--- config.mk ---
export PLATFORM = sky130hd
export DESIGN_NAME = de1_soc_computer
export DESIGN_NICKNAME = d
export VERILOG_FILES = /design/src/computer_pkg.sv /design/src/de1_soc_computer.sv /design/src/hex_display.sv /design/src/input_capture.sv /design/src/bus_ctrl.sv
export SDC_FILE = /design/constraint.sdc
export NUM_CORES = 1
export LEC_CHECK = 0
export BUFFER_PORTS_ARGS = -buffer_cell sky130_fd_sc_hd__buf_2
export CAP_MARGIN = 0
export CORE_MARGIN = 2
export CORE_UTILIZATION = 53
export DETAILED_ROUTE_END_ITERATION = 7
export PLACE_DENSITY = 0.89
export SLEW_MARGIN = 20
export SYNTH_ARGS = -nofsm -noshare
export SYNTH_HDL_FRONTEND = slang
export SYNTH_HIERARCHICAL = 1
export SYNTH_SLANG_ARGS = --single-unit
--- constraint.sdc ---
create_clock -name clock_50 -period 2.37 [get_ports clock_50]
set_clock_uncertainty 0.2 [all_clocks]
set_input_delay 0 -clock clock_50 [delete_from_list [all_inputs] [get_ports clock_50]]
set_output_delay 0 -clock clock_50 [all_outputs]
set_load 0.02 [all_outputs]
--- src/computer_pkg.sv ---
// Shared definitions for the DE1-SoC peripheral subsystem
// Bus widths, register map and the HEX display word
package computer_pkg;

	//////////////////////////////////////////////////////////////////////
	// Bus widths
	//////////////////////////////////////////////////////////////////////

	localparam int addr_w = 3;
	localparam int data_w = 32;

	// Segments a..g per display
	localparam int seg_w = 7;

	//////////////////////////////////////////////////////////////////////
	// Register map
	//////////////////////////////////////////////////////////////////////

	localparam logic [addr_w-1:0] reg_led      = 3'd0;
	localparam logic [addr_w-1:0] reg_sw       = 3'd1;
	localparam logic [addr_w-1:0] reg_key      = 3'd2;
	// Write 1s to clear captured edges
	localparam logic [addr_w-1:0] reg_edge     = 3'd3;
	localparam logic [addr_w-1:0] reg_hex3_0   = 3'd4;
	// Low half only, upper half reads zero
	localparam logic [addr_w-1:0] reg_hex5_4   = 3'd5;
	// Bit 0 selects raw (0) or digit (1)
	localparam logic [addr_w-1:0] reg_hex_mode = 3'd6;

	//////////////////////////////////////////////////////////////////////
	// HEX display word
	//////////////////////////////////////////////////////////////////////

	// One byte per display in both views
	// raw: low 7 bits are segments a..g
	// dig: nibble 1 bit 3 is blank, nibble 0 is the hex digit
	typedef union packed {
		logic [3:0][7:0]      raw;
		logic [3:0][1:0][3:0] dig;
	} hex_word_t;

endpackage
--- src/de1_soc_computer.sv ---
// DE1-SoC board top for the peripheral subsystem
// Ties the host bus to LEDs, switches, keys and HEX displays
module de1_soc_computer #(
	parameter int num_sw  = 10,
	parameter int num_key = 4,
	parameter int num_led = 10
) (
	input  logic                            clock_50,
	input  logic                            arst_n,
	// Host bus
	input  logic                            req,
	input  logic                            we,
	input  logic [computer_pkg::addr_w-1:0] addr,
	input  logic [computer_pkg::data_w-1:0] wdata,
	output logic                            ack,
	output logic [computer_pkg::data_w-1:0] rdata,
	// Board pins
	input  logic [num_sw-1:0]               sw,
	input  logic [num_key-1:0]              key,
	output logic [num_led-1:0]              ledr,
	output logic [computer_pkg::seg_w-1:0]  hex0,
	output logic [computer_pkg::seg_w-1:0]  hex1,
	output logic [computer_pkg::seg_w-1:0]  hex2,
	output logic [computer_pkg::seg_w-1:0]  hex3,
	output logic [computer_pkg::seg_w-1:0]  hex4,
	output logic [computer_pkg::seg_w-1:0]  hex5
);
	import computer_pkg::*;

	logic [num_key-1:0]         key_act;
	logic [num_sw-1:0]          sw_level;
	logic [num_key-1:0]         key_level;
	logic [num_key-1:0]         edge_bits;
	logic [data_w-1:0]          hex3_0_word;
	logic [data_w/2-1:0]        hex5_4_word;
	logic                       edge_clr;
	logic                       hex3_0_wr;
	logic                       hex5_4_wr;
	logic [data_w-1:0]          wr_data;
	logic                       hex_mode;
	logic [5:0][seg_w-1:0]      hex_seg;

	// Keys pull low when pressed
	assign key_act = ~key;

	bus_ctrl #(
		.num_sw  (num_sw),
		.num_key (num_key),
		.num_led (num_led)
	) u_bus_ctrl (
		.clock_50    (clock_50),
		.arst_n      (arst_n),
		.req         (req),
		.we          (we),
		.addr        (addr),
		.wdata       (wdata),
		.ack         (ack),
		.rdata       (rdata),
		.sw_level    (sw_level),
		.key_level   (key_level),
		.edge_bits   (edge_bits),
		.hex3_0_word (hex3_0_word),
		.hex5_4_word (hex5_4_word),
		.edge_clr    (edge_clr),
		.hex3_0_wr   (hex3_0_wr),
		.hex5_4_wr   (hex5_4_wr),
		.wr_data     (wr_data),
		.hex_mode    (hex_mode),
		.led         (ledr)
	);

	input_capture #(
		.num_sw  (num_sw),
		.num_key (num_key)
	) u_input_capture (
		.clock_50  (clock_50),
		.arst_n    (arst_n),
		.sw        (sw),
		.key       (key_act),
		.edge_clr  (edge_clr),
		.wr_data   (wr_data),
		.sw_level  (sw_level),
		.key_level (key_level),
		.edge_bits (edge_bits)
	);

	hex_display u_hex_display (
		.clock_50    (clock_50),
		.arst_n      (arst_n),
		.hex3_0_wr   (hex3_0_wr),
		.hex5_4_wr   (hex5_4_wr),
		.wr_data     (wr_data),
		.hex_mode    (hex_mode),
		.hex3_0_word (hex3_0_word),
		.hex5_4_word (hex5_4_word),
		.hex_seg     (hex_seg)
	);

	// Segment pins are active low
	assign hex0 = ~hex_seg[0];
	assign hex1 = ~hex_seg[1];
	assign hex2 = ~hex_seg[2];
	assign hex3 = ~hex_seg[3];
	assign hex4 = ~hex_seg[4];
	assign hex5 = ~hex_seg[5];

endmodule

--- src/hex_display.sv ---
// Seven-segment display registers for HEX5..HEX0
// Decodes each display byte as raw segments or as a hex digit
module hex_display (
	input  logic                                  clock_50,
	input  logic                                  arst_n,
	// Write strobes from the bus
	input  logic                                  hex3_0_wr,
	input  logic                                  hex5_4_wr,
	input  logic [computer_pkg::data_w-1:0]       wr_data,
	input  logic                                  hex_mode,
	// Read ports
	output logic [computer_pkg::data_w-1:0]       hex3_0_word,
	output logic [computer_pkg::data_w/2-1:0]     hex5_4_word,
	// Active-high segments, display 0 in the low slot
	output logic [5:0][computer_pkg::seg_w-1:0]   hex_seg
);
	import computer_pkg::*;

	// Hex font, segments a..g in bits 0..6, index 0 at the right
	localparam logic [15:0][seg_w-1:0] hex_font = {
		7'h71, 7'h79, 7'h5e, 7'h39,
		7'h7c, 7'h77, 7'h6f, 7'h7f,
		7'h07, 7'h7d, 7'h6d, 7'h66,
		7'h4f, 7'h5b, 7'h06, 7'h3f
	};

	hex_word_t             lo_q;
	logic [data_w/2-1:0]   hi_q;
	hex_word_t             hi_view;

	// One display out of a word, in either view
	function automatic logic [seg_w-1:0] seg_of(
		input hex_word_t w,
		input int unsigned idx,
		input logic dig_mode
	);
		logic [seg_w-1:0] seg;
		if (!dig_mode) begin
			seg = w.raw[idx][seg_w-1:0];
		end else if (w.dig[idx][1][3]) begin
			// Blank bit set
			seg = '0;
		end else begin
			seg = hex_font[w.dig[idx][0]];
		end
		return seg;
	endfunction

	//////////////////////////////////////////////////////////////////////
	// Display registers
	//////////////////////////////////////////////////////////////////////

	always_ff @(posedge clock_50 or negedge arst_n) begin
		if (!arst_n) begin
			lo_q <= '0;
			hi_q <= '0;
		end else begin
			if (hex3_0_wr) begin
				lo_q <= wr_data;
			end
			if (hex5_4_wr) begin
				hi_q <= wr_data[data_w/2-1:0];
			end
		end
	end

	assign hex3_0_word = lo_q;
	assign hex5_4_word = hi_q;

	// HEX5..HEX4 seen as a full word, upper bytes unused
	assign hi_view = {{(data_w/2){1'b0}}, hi_q};

	//////////////////////////////////////////////////////////////////////
	// Segment decode
	//////////////////////////////////////////////////////////////////////

	always_comb begin
		for (int i = 0; i < 4; i++) begin
			hex_seg[i] = seg_of(lo_q, i, hex_mode);
		end
		for (int i = 0; i < 2; i++) begin
			hex_seg[i+4] = seg_of(hi_view, i, hex_mode);
		end
	end

endmodule

--- src/input_capture.sv ---
// Switch and pushbutton input stage
// Two-flop synchronizers and sticky rising-edge capture for the keys
module input_capture #(
	parameter int num_sw  = 10,
	parameter int num_key = 4
) (
	input  logic                            clock_50,
	input  logic                            arst_n,
	// Pins, keys already active high
	input  logic [num_sw-1:0]               sw,
	input  logic [num_key-1:0]              key,
	// Edge clear from the bus
	input  logic                            edge_clr,
	input  logic [computer_pkg::data_w-1:0] wr_data,
	// Read ports
	output logic [num_sw-1:0]               sw_level,
	output logic [num_key-1:0]              key_level,
	output logic [num_key-1:0]              edge_bits
);

	localparam int in_w = num_sw + num_key;

	logic [in_w-1:0]    sync_meta;
	logic [in_w-1:0]    sync_q;
	logic [num_key-1:0] key_prev;
	logic [num_key-1:0] key_rise;
	logic [num_key-1:0] clr_mask;
	logic [num_key-1:0] edge_q;

	//////////////////////////////////////////////////////////////////////
	// Synchronizers
	//////////////////////////////////////////////////////////////////////

	// Switches and keys share one two-stage chain
	always_ff @(posedge clock_50 or negedge arst_n) begin
		if (!arst_n) begin
			sync_meta <= '0;
			sync_q    <= '0;
		end else begin
			sync_meta <= {sw, key};
			sync_q    <= sync_meta;
		end
	end

	assign {sw_level, key_level} = sync_q;

	//////////////////////////////////////////////////////////////////////
	// Edge capture
	//////////////////////////////////////////////////////////////////////

	// Previous synchronized key level
	always_ff @(posedge clock_50 or negedge arst_n) begin
		if (!arst_n) begin
			key_prev <= '0;
		end else begin
			key_prev <= key_level;
		end
	end

	assign key_rise = key_level & ~key_prev;

	// Only the 1-bits of the write clear
	assign clr_mask = edge_clr ? wr_data[num_key-1:0] : '0;

	// A new edge wins over a clear in the same cycle
	always_ff @(posedge clock_50 or negedge arst_n) begin
		if (!arst_n) begin
			edge_q <= '0;
		end else begin
			edge_q <= (edge_q & ~clr_mask) | key_rise;
		end
	end

	assign edge_bits = edge_q;

endmodule

--- src/bus_ctrl.sv ---
// Host bus slave for the peripheral subsystem
// Four-phase req/ack handshake, register decode, LED and mode registers
module bus_ctrl #(
	parameter int num_sw  = 10,
	parameter int num_key = 4,
	parameter int num_led = 10
) (
	input  logic                                clock_50,
	input  logic                                arst_n,
	// Host bus
	input  logic                                req,
	input  logic                                we,
	input  logic [computer_pkg::addr_w-1:0]     addr,
	input  logic [computer_pkg::data_w-1:0]     wdata,
	output logic                                ack,
	output logic [computer_pkg::data_w-1:0]     rdata,
	// Read ports from the peripherals
	input  logic [num_sw-1:0]                   sw_level,
	input  logic [num_key-1:0]                  key_level,
	input  logic [num_key-1:0]                  edge_bits,
	input  logic [computer_pkg::data_w-1:0]     hex3_0_word,
	input  logic [computer_pkg::data_w/2-1:0]   hex5_4_word,
	// Write strobes and data
	output logic                                edge_clr,
	output logic                                hex3_0_wr,
	output logic                                hex5_4_wr,
	output logic [computer_pkg::data_w-1:0]     wr_data,
	// Local registers
	output logic                                hex_mode,
	output logic [num_led-1:0]                  led
);
	import computer_pkg::*;

	// Handshake states
	localparam logic st_idle  = 1'b0;
	localparam logic st_acked = 1'b1;

	logic               state;
	logic               req_q;
	logic               go;
	logic               wr_go;
	logic [num_led-1:0] led_q;
	logic               mode_q;
	logic [data_w-1:0]  rd_mux;

	//////////////////////////////////////////////////////////////////////
	// Request sampling and strobes
	//////////////////////////////////////////////////////////////////////

	// Registered req, one cycle behind the pin
	always_ff @(posedge clock_50 or negedge arst_n) begin
		if (!arst_n) begin
			req_q <= 1'b0;
		end else begin
			req_q <= req;
		end
	end

	// Live only in the cycle before ack rises
	assign go    = (state == st_idle) && req_q;
	assign wr_go = go && we;

	// One-cycle strobes, addr and we held stable by the host
	assign edge_clr  = wr_go && (addr == reg_edge);
	assign hex3_0_wr = wr_go && (addr == reg_hex3_0);
	assign hex5_4_wr = wr_go && (addr == reg_hex5_4);
	assign wr_data   = wdata;

	assign ack      = (state == st_acked);
	assign led      = led_q;
	assign hex_mode = mode_q;

	//////////////////////////////////////////////////////////////////////
	// Read mux
	//////////////////////////////////////////////////////////////////////

	always_comb begin
		rd_mux = '0;
		case (addr)
			reg_led:      rd_mux[num_led-1:0] = led_q;
			reg_sw:       rd_mux[num_sw-1:0]  = sw_level;
			reg_key:      rd_mux[num_key-1:0] = key_level;
			reg_edge:     rd_mux[num_key-1:0] = edge_bits;
			reg_hex3_0:   rd_mux              = hex3_0_word;
			reg_hex5_4:   rd_mux[data_w/2-1:0] = hex5_4_word;
			reg_hex_mode: rd_mux[0]           = mode_q;
			// Unmapped reads return zero
			default:      rd_mux              = '0;
		endcase
	end

	//////////////////////////////////////////////////////////////////////
	// Handshake FSM
	//////////////////////////////////////////////////////////////////////

	always_ff @(posedge clock_50 or negedge arst_n) begin
		if (!arst_n) begin
			state <= st_idle;
			rdata <= '0;
		end else begin
			case (state)
				st_idle: begin
					// Ack and capture read data together
					if (req_q) begin
						state <= st_acked;
						rdata <= rd_mux;
					end
				end
				default: begin
					// Hold until the host drops req
					if (!req_q) begin
						state <= st_idle;
					end
				end
			endcase
		end
	end

	// LED and mode registers, written on the ack edge
	always_ff @(posedge clock_50 or negedge arst_n) begin
		if (!arst_n) begin
			led_q  <= '0;
			mode_q <= 1'b0;
		end else begin
			if (wr_go && (addr == reg_led)) begin
				led_q <= wdata[num_led-1:0];
			end
			if (wr_go && (addr == reg_hex_mode)) begin
				mode_q <= wdata[0];
			end
		end
	end

endmodule

==> results.txt <==
Internal Power -> 5.62 mW
vias in the first global route -> 5809
Worst setup SP type -> register
sequential area share after synthesis -> 44.3%
switching share of power -> 34.0%
GRT Residual Overflow -> 0
largest net degree at the start of global routing -> 51
dpl cell area -> 7860 um2
Post-synth EDFFs -> 0
crit path buf inv count -> 3
power share of the clock group -> 34.4%
min-delay src -> sw[2]
sequential power share -> 34.4%
ant diodes -> 0
hold worst-path end -> u_input_capture/sync_meta[6]$_DFF_PN0_
DRC Markers -> 0
Power per Cell Area -> 938 nW/um2
total chip power -> 8.53 mW
f_max -> 0.443 GHz
Synth area leaders -> dfrtp_1, ha_1, buf_4
Hold Crit Class -> primary input to register
Inst Count DP -> 969
mean post-synth cell area -> 10.2 um2
hold depth -> 2
Pleak -> 4.47 nW
setup slack, reg-to-reg -> 0.49 ns
Setup CP Type -> register to output port
maximum VDD drop -> 545 uV
crit path cell chain -> inv_1, ha_1, nor2b_1, o21ai_0, a22o_1, inv_1, buf_2
Slowest-stage cell, CP -> dfrtp_2
area share of the largest cell type after synthesis -> 44.3%
flops & latches, synth -> 129
crit end category -> output port
Avg WL per Cell -> 17.7 um
DR pass1 iterations -> 5
cell mode on critical path -> inv_1
clock slew at reported path FFs -> 0.06 ns
RePlAce Congestion -> 0.888
Layout area overhead -> 24.6%
Worst slew margin -> 50.6%
Max clock buf depth -> 2
first-pass GRT wire length -> 29300 um
ANT nets after route -> 0
Initial Util -> 54.6%
WP data arrival -> 2.06 ns
Distinct cells, synth -> 52
I/O Pins -> 138
H-tree depth -> 4
nets -> 955
reg-to-reg startpoint -> u_bus_ctrl/ack$_DFF_PN0_
synth warn -> 6
Crit path largest cell delay -> 0.44 ns
Critical R2R Capture -> u_bus_ctrl/rdata[4]$_DFFE_PN0N_
worst-path fanout max -> 6
final-report setup violation count -> 0
CORE AREA -> 13300 um2
die width -> 121 um
final hold violations -> 0
leading area contributor after synthesis -> dfrtp_1
Post-synth top flop -> dfrtp_1
setup_tns -> 0 ns
Slew Limit Fails -> 0
status -> complete, no violations
Post-Syn Nets -> 802
Final HPWL DP -> 12000 um
max cap viols -> 0
final worst path period share -> 95.2%
die height -> 121 um
Row Count -> 42
RSZ-0062 raised after global routing -> false
Post-CTS Setup Inserts -> 0
Layout Cells excl Fill -> 1055
port buffer count -> 137
Async S/R FF share, synth -> 100%
Fill cells -> 984
Slew @ Worst Pin -> 0.738 ns
critical path's top delay family -> flip-flops
combinational share of power -> 31.2%
initial antenna violation count -> 0
number of cells on the worst reg-to-reg path -> 4
share of layout cells above drive strength 1 -> 28.9%
Synth Instances -> 713
vias per cell -> 5.59
worst hold slack -> 0.0258 ns
switching pwr -> 2.90 mW
worst-skew pair later-pin latency -> 0.41 ns
total CTS buffers -> 17
clk sinks -> 129
Total Routing Usage GR -> 25.8%
DRT Wirelength -> 18600 um
design area -> 9090 um2
mapped cell area -> 7290 um2
CP Data Required Time -> 2.17 ns
root buf cell -> clkbuf_16
Die Area -> 14700 um2
crit path time final -> 2.26 ns
drt initial violations -> 552
CTS tree -> done
via count -> 5900
==> synth_stat cells (2+ instances only) <==
library cell and count:
a211oi_1 6, a21oi_1 28, a221oi_1 7, a22o_1 29, a31oi_1 3, a32o_1 3, and2b_1 4, and3_1 4
buf_2 16, buf_4 42, buf_6 7, clkbuf_1 10, dfrtp_1 129, ha_1 36, inv_1 78, inv_2 3
mux2_1 4, mux2_2 26, mux2_4 13, mux2i_1 17, mux4_2 7, nand2_1 61, nand2b_1 16, nand3_1 10
nand3b_1 5, nor2_1 19, nor2b_1 20, nor3_1 14, nor3_4 2, o21ai_0 38, o21bai_1 5, o22a_1 6
o22ai_1 17, o31ai_1 3, o32ai_1 5, or2_2 3, or3_1 2
==> state kept, by name, indices dropped and copies added (netlist names) <==
signal                     flops
u_bus_ctrl/hex_mode            1
u_input_capture/key_prev       4
u_bus_ctrl/req_q               1
u_input_capture/sync_q        14
u_input_capture/edge_bits      4
u_hex_display/hex5_4_word     16
u_bus_ctrl/led                10
u_bus_ctrl/rdata              32
u_hex_display/hex3_0_word     32
u_input_capture/sync_meta     14
u_bus_ctrl/ack                 1
==> final cells by class <==
type | instances | area, um2 | share of cell area, %
clock buffers | 23 | 488 | 5.37
clock inverters | 9 | 176 | 1.94
inverters | 81 | 304 | 3.35
multi-input cells | 428 | 3250 | 35.8
flip-flops and latches | 129 | 3240 | 35.6
well taps | 176 | 220 | 2.42
repair buffers | 209 | 1410 | 15.5
==> timing repair <==
action                     CTS  global route
resized for setup            0             8
hold buffers                54             0
hold endpoints to repair   211             0
setup endpoints to repair    0             8
==> power by group through the flow <==
stage	sequential, mW	clock (mW)	combinational, mW
4_1_cts	2.92	2.96	2.62
3_3_place_gp	2.94	0	2.49
2_1_floorplan	2.86	0	1.89
5_1_grt	2.98	3.07	2.88
3_5_place_dp	2.95	0	2.53
6_report	2.93	2.93	2.66
==> through the flow <==
stage	setup slack, ns	util [%]
final	0.115	68.1
after detailed placement	0.529	58.9
after global placement	0.516	58.9
after CTS	0.0565	68.0
after global routing	0.00371	68.1
after floorplan	0.543	-
==> layout by cell type, fill, tap and decap left out, types with 17 or more instances in the layout <==
master | Yosys | routed
dfrtp_1 | 129 | 121
dlygate4sd3_1 | 0 | 53
clkbuf_16 | 0 | 17
a21oi_1 | 28 | 28
buf_2 | 16 | 136
mux2i_1 | 17 | 17
nor2b_1 | 20 | 20
ha_1 | 36 | 36
a22o_1 | 29 | 29
nor2_1 | 19 | 19
mux2_2 | 26 | 26
nand2_1 | 61 | 61
inv_1 | 78 | 78
o21ai_0 | 38 | 38
o22ai_1 | 17 | 17
==> logic make-up (layout without fill, tap and decap cells) <==
| family | count (synthesis) | count (layout) | share of synthesized area (%) |
|---|---|---|---|
| mux | 67 | 67 | 11.8 |
| simple gates | 166 | 166 | 11.7 |
| fa+ha+maj | 36 | 36 | 6.18 |
| flops | 129 | 129 | 44.3 |
| buf+inv | 156 | 322 | 11.2 |
| compound gates | 159 | 159 | 14.8 |
==> worst max-delay path by stage <==
stage | startpoint | endpoint | slack, ns | depth (start not counted)
floorplan | u_bus_ctrl/ack$_DFF_PN0_ | u_hex_display/hex3_0_word[11]$_DFFE_PN0P_ | 0.54 | 5
global placement | u_hex_display/hex3_0_word[17]$_DFFE_PN0P_ | hex2[3] | 0.52 | 7
detailed placement | u_hex_display/hex3_0_word[17]$_DFFE_PN0P_ | hex2[3] | 0.53 | 7
CTS | u_hex_display/hex3_0_word[17]$_DFFE_PN0P_ | hex2[3] | 0.06 | 7
global route | u_hex_display/hex5_4_word[0]$_DFFE_PN0P_ | hex4[1] | 0.004 | 7
finish | u_hex_display/hex5_4_word[0]$_DFFE_PN0P_ | hex4[1] | 0.11 | 7
==> metal layers <==
layer / share of wire (%) / global-route usage (%) / wire length, um / vias to the layer above
met5: 0 / 0 / 0 / -
met4: 2.2 / 10.9 / 418 / 0
met3: 6.4 / 5.73 / 1200 / 35
met2: 50 / 42.2 / 9360 / 266
met1: 41 / 33.2 / 7670 / 2875
li1: - / - / - / 2724
Note: power is estimated with default switching activity, not from simulation.
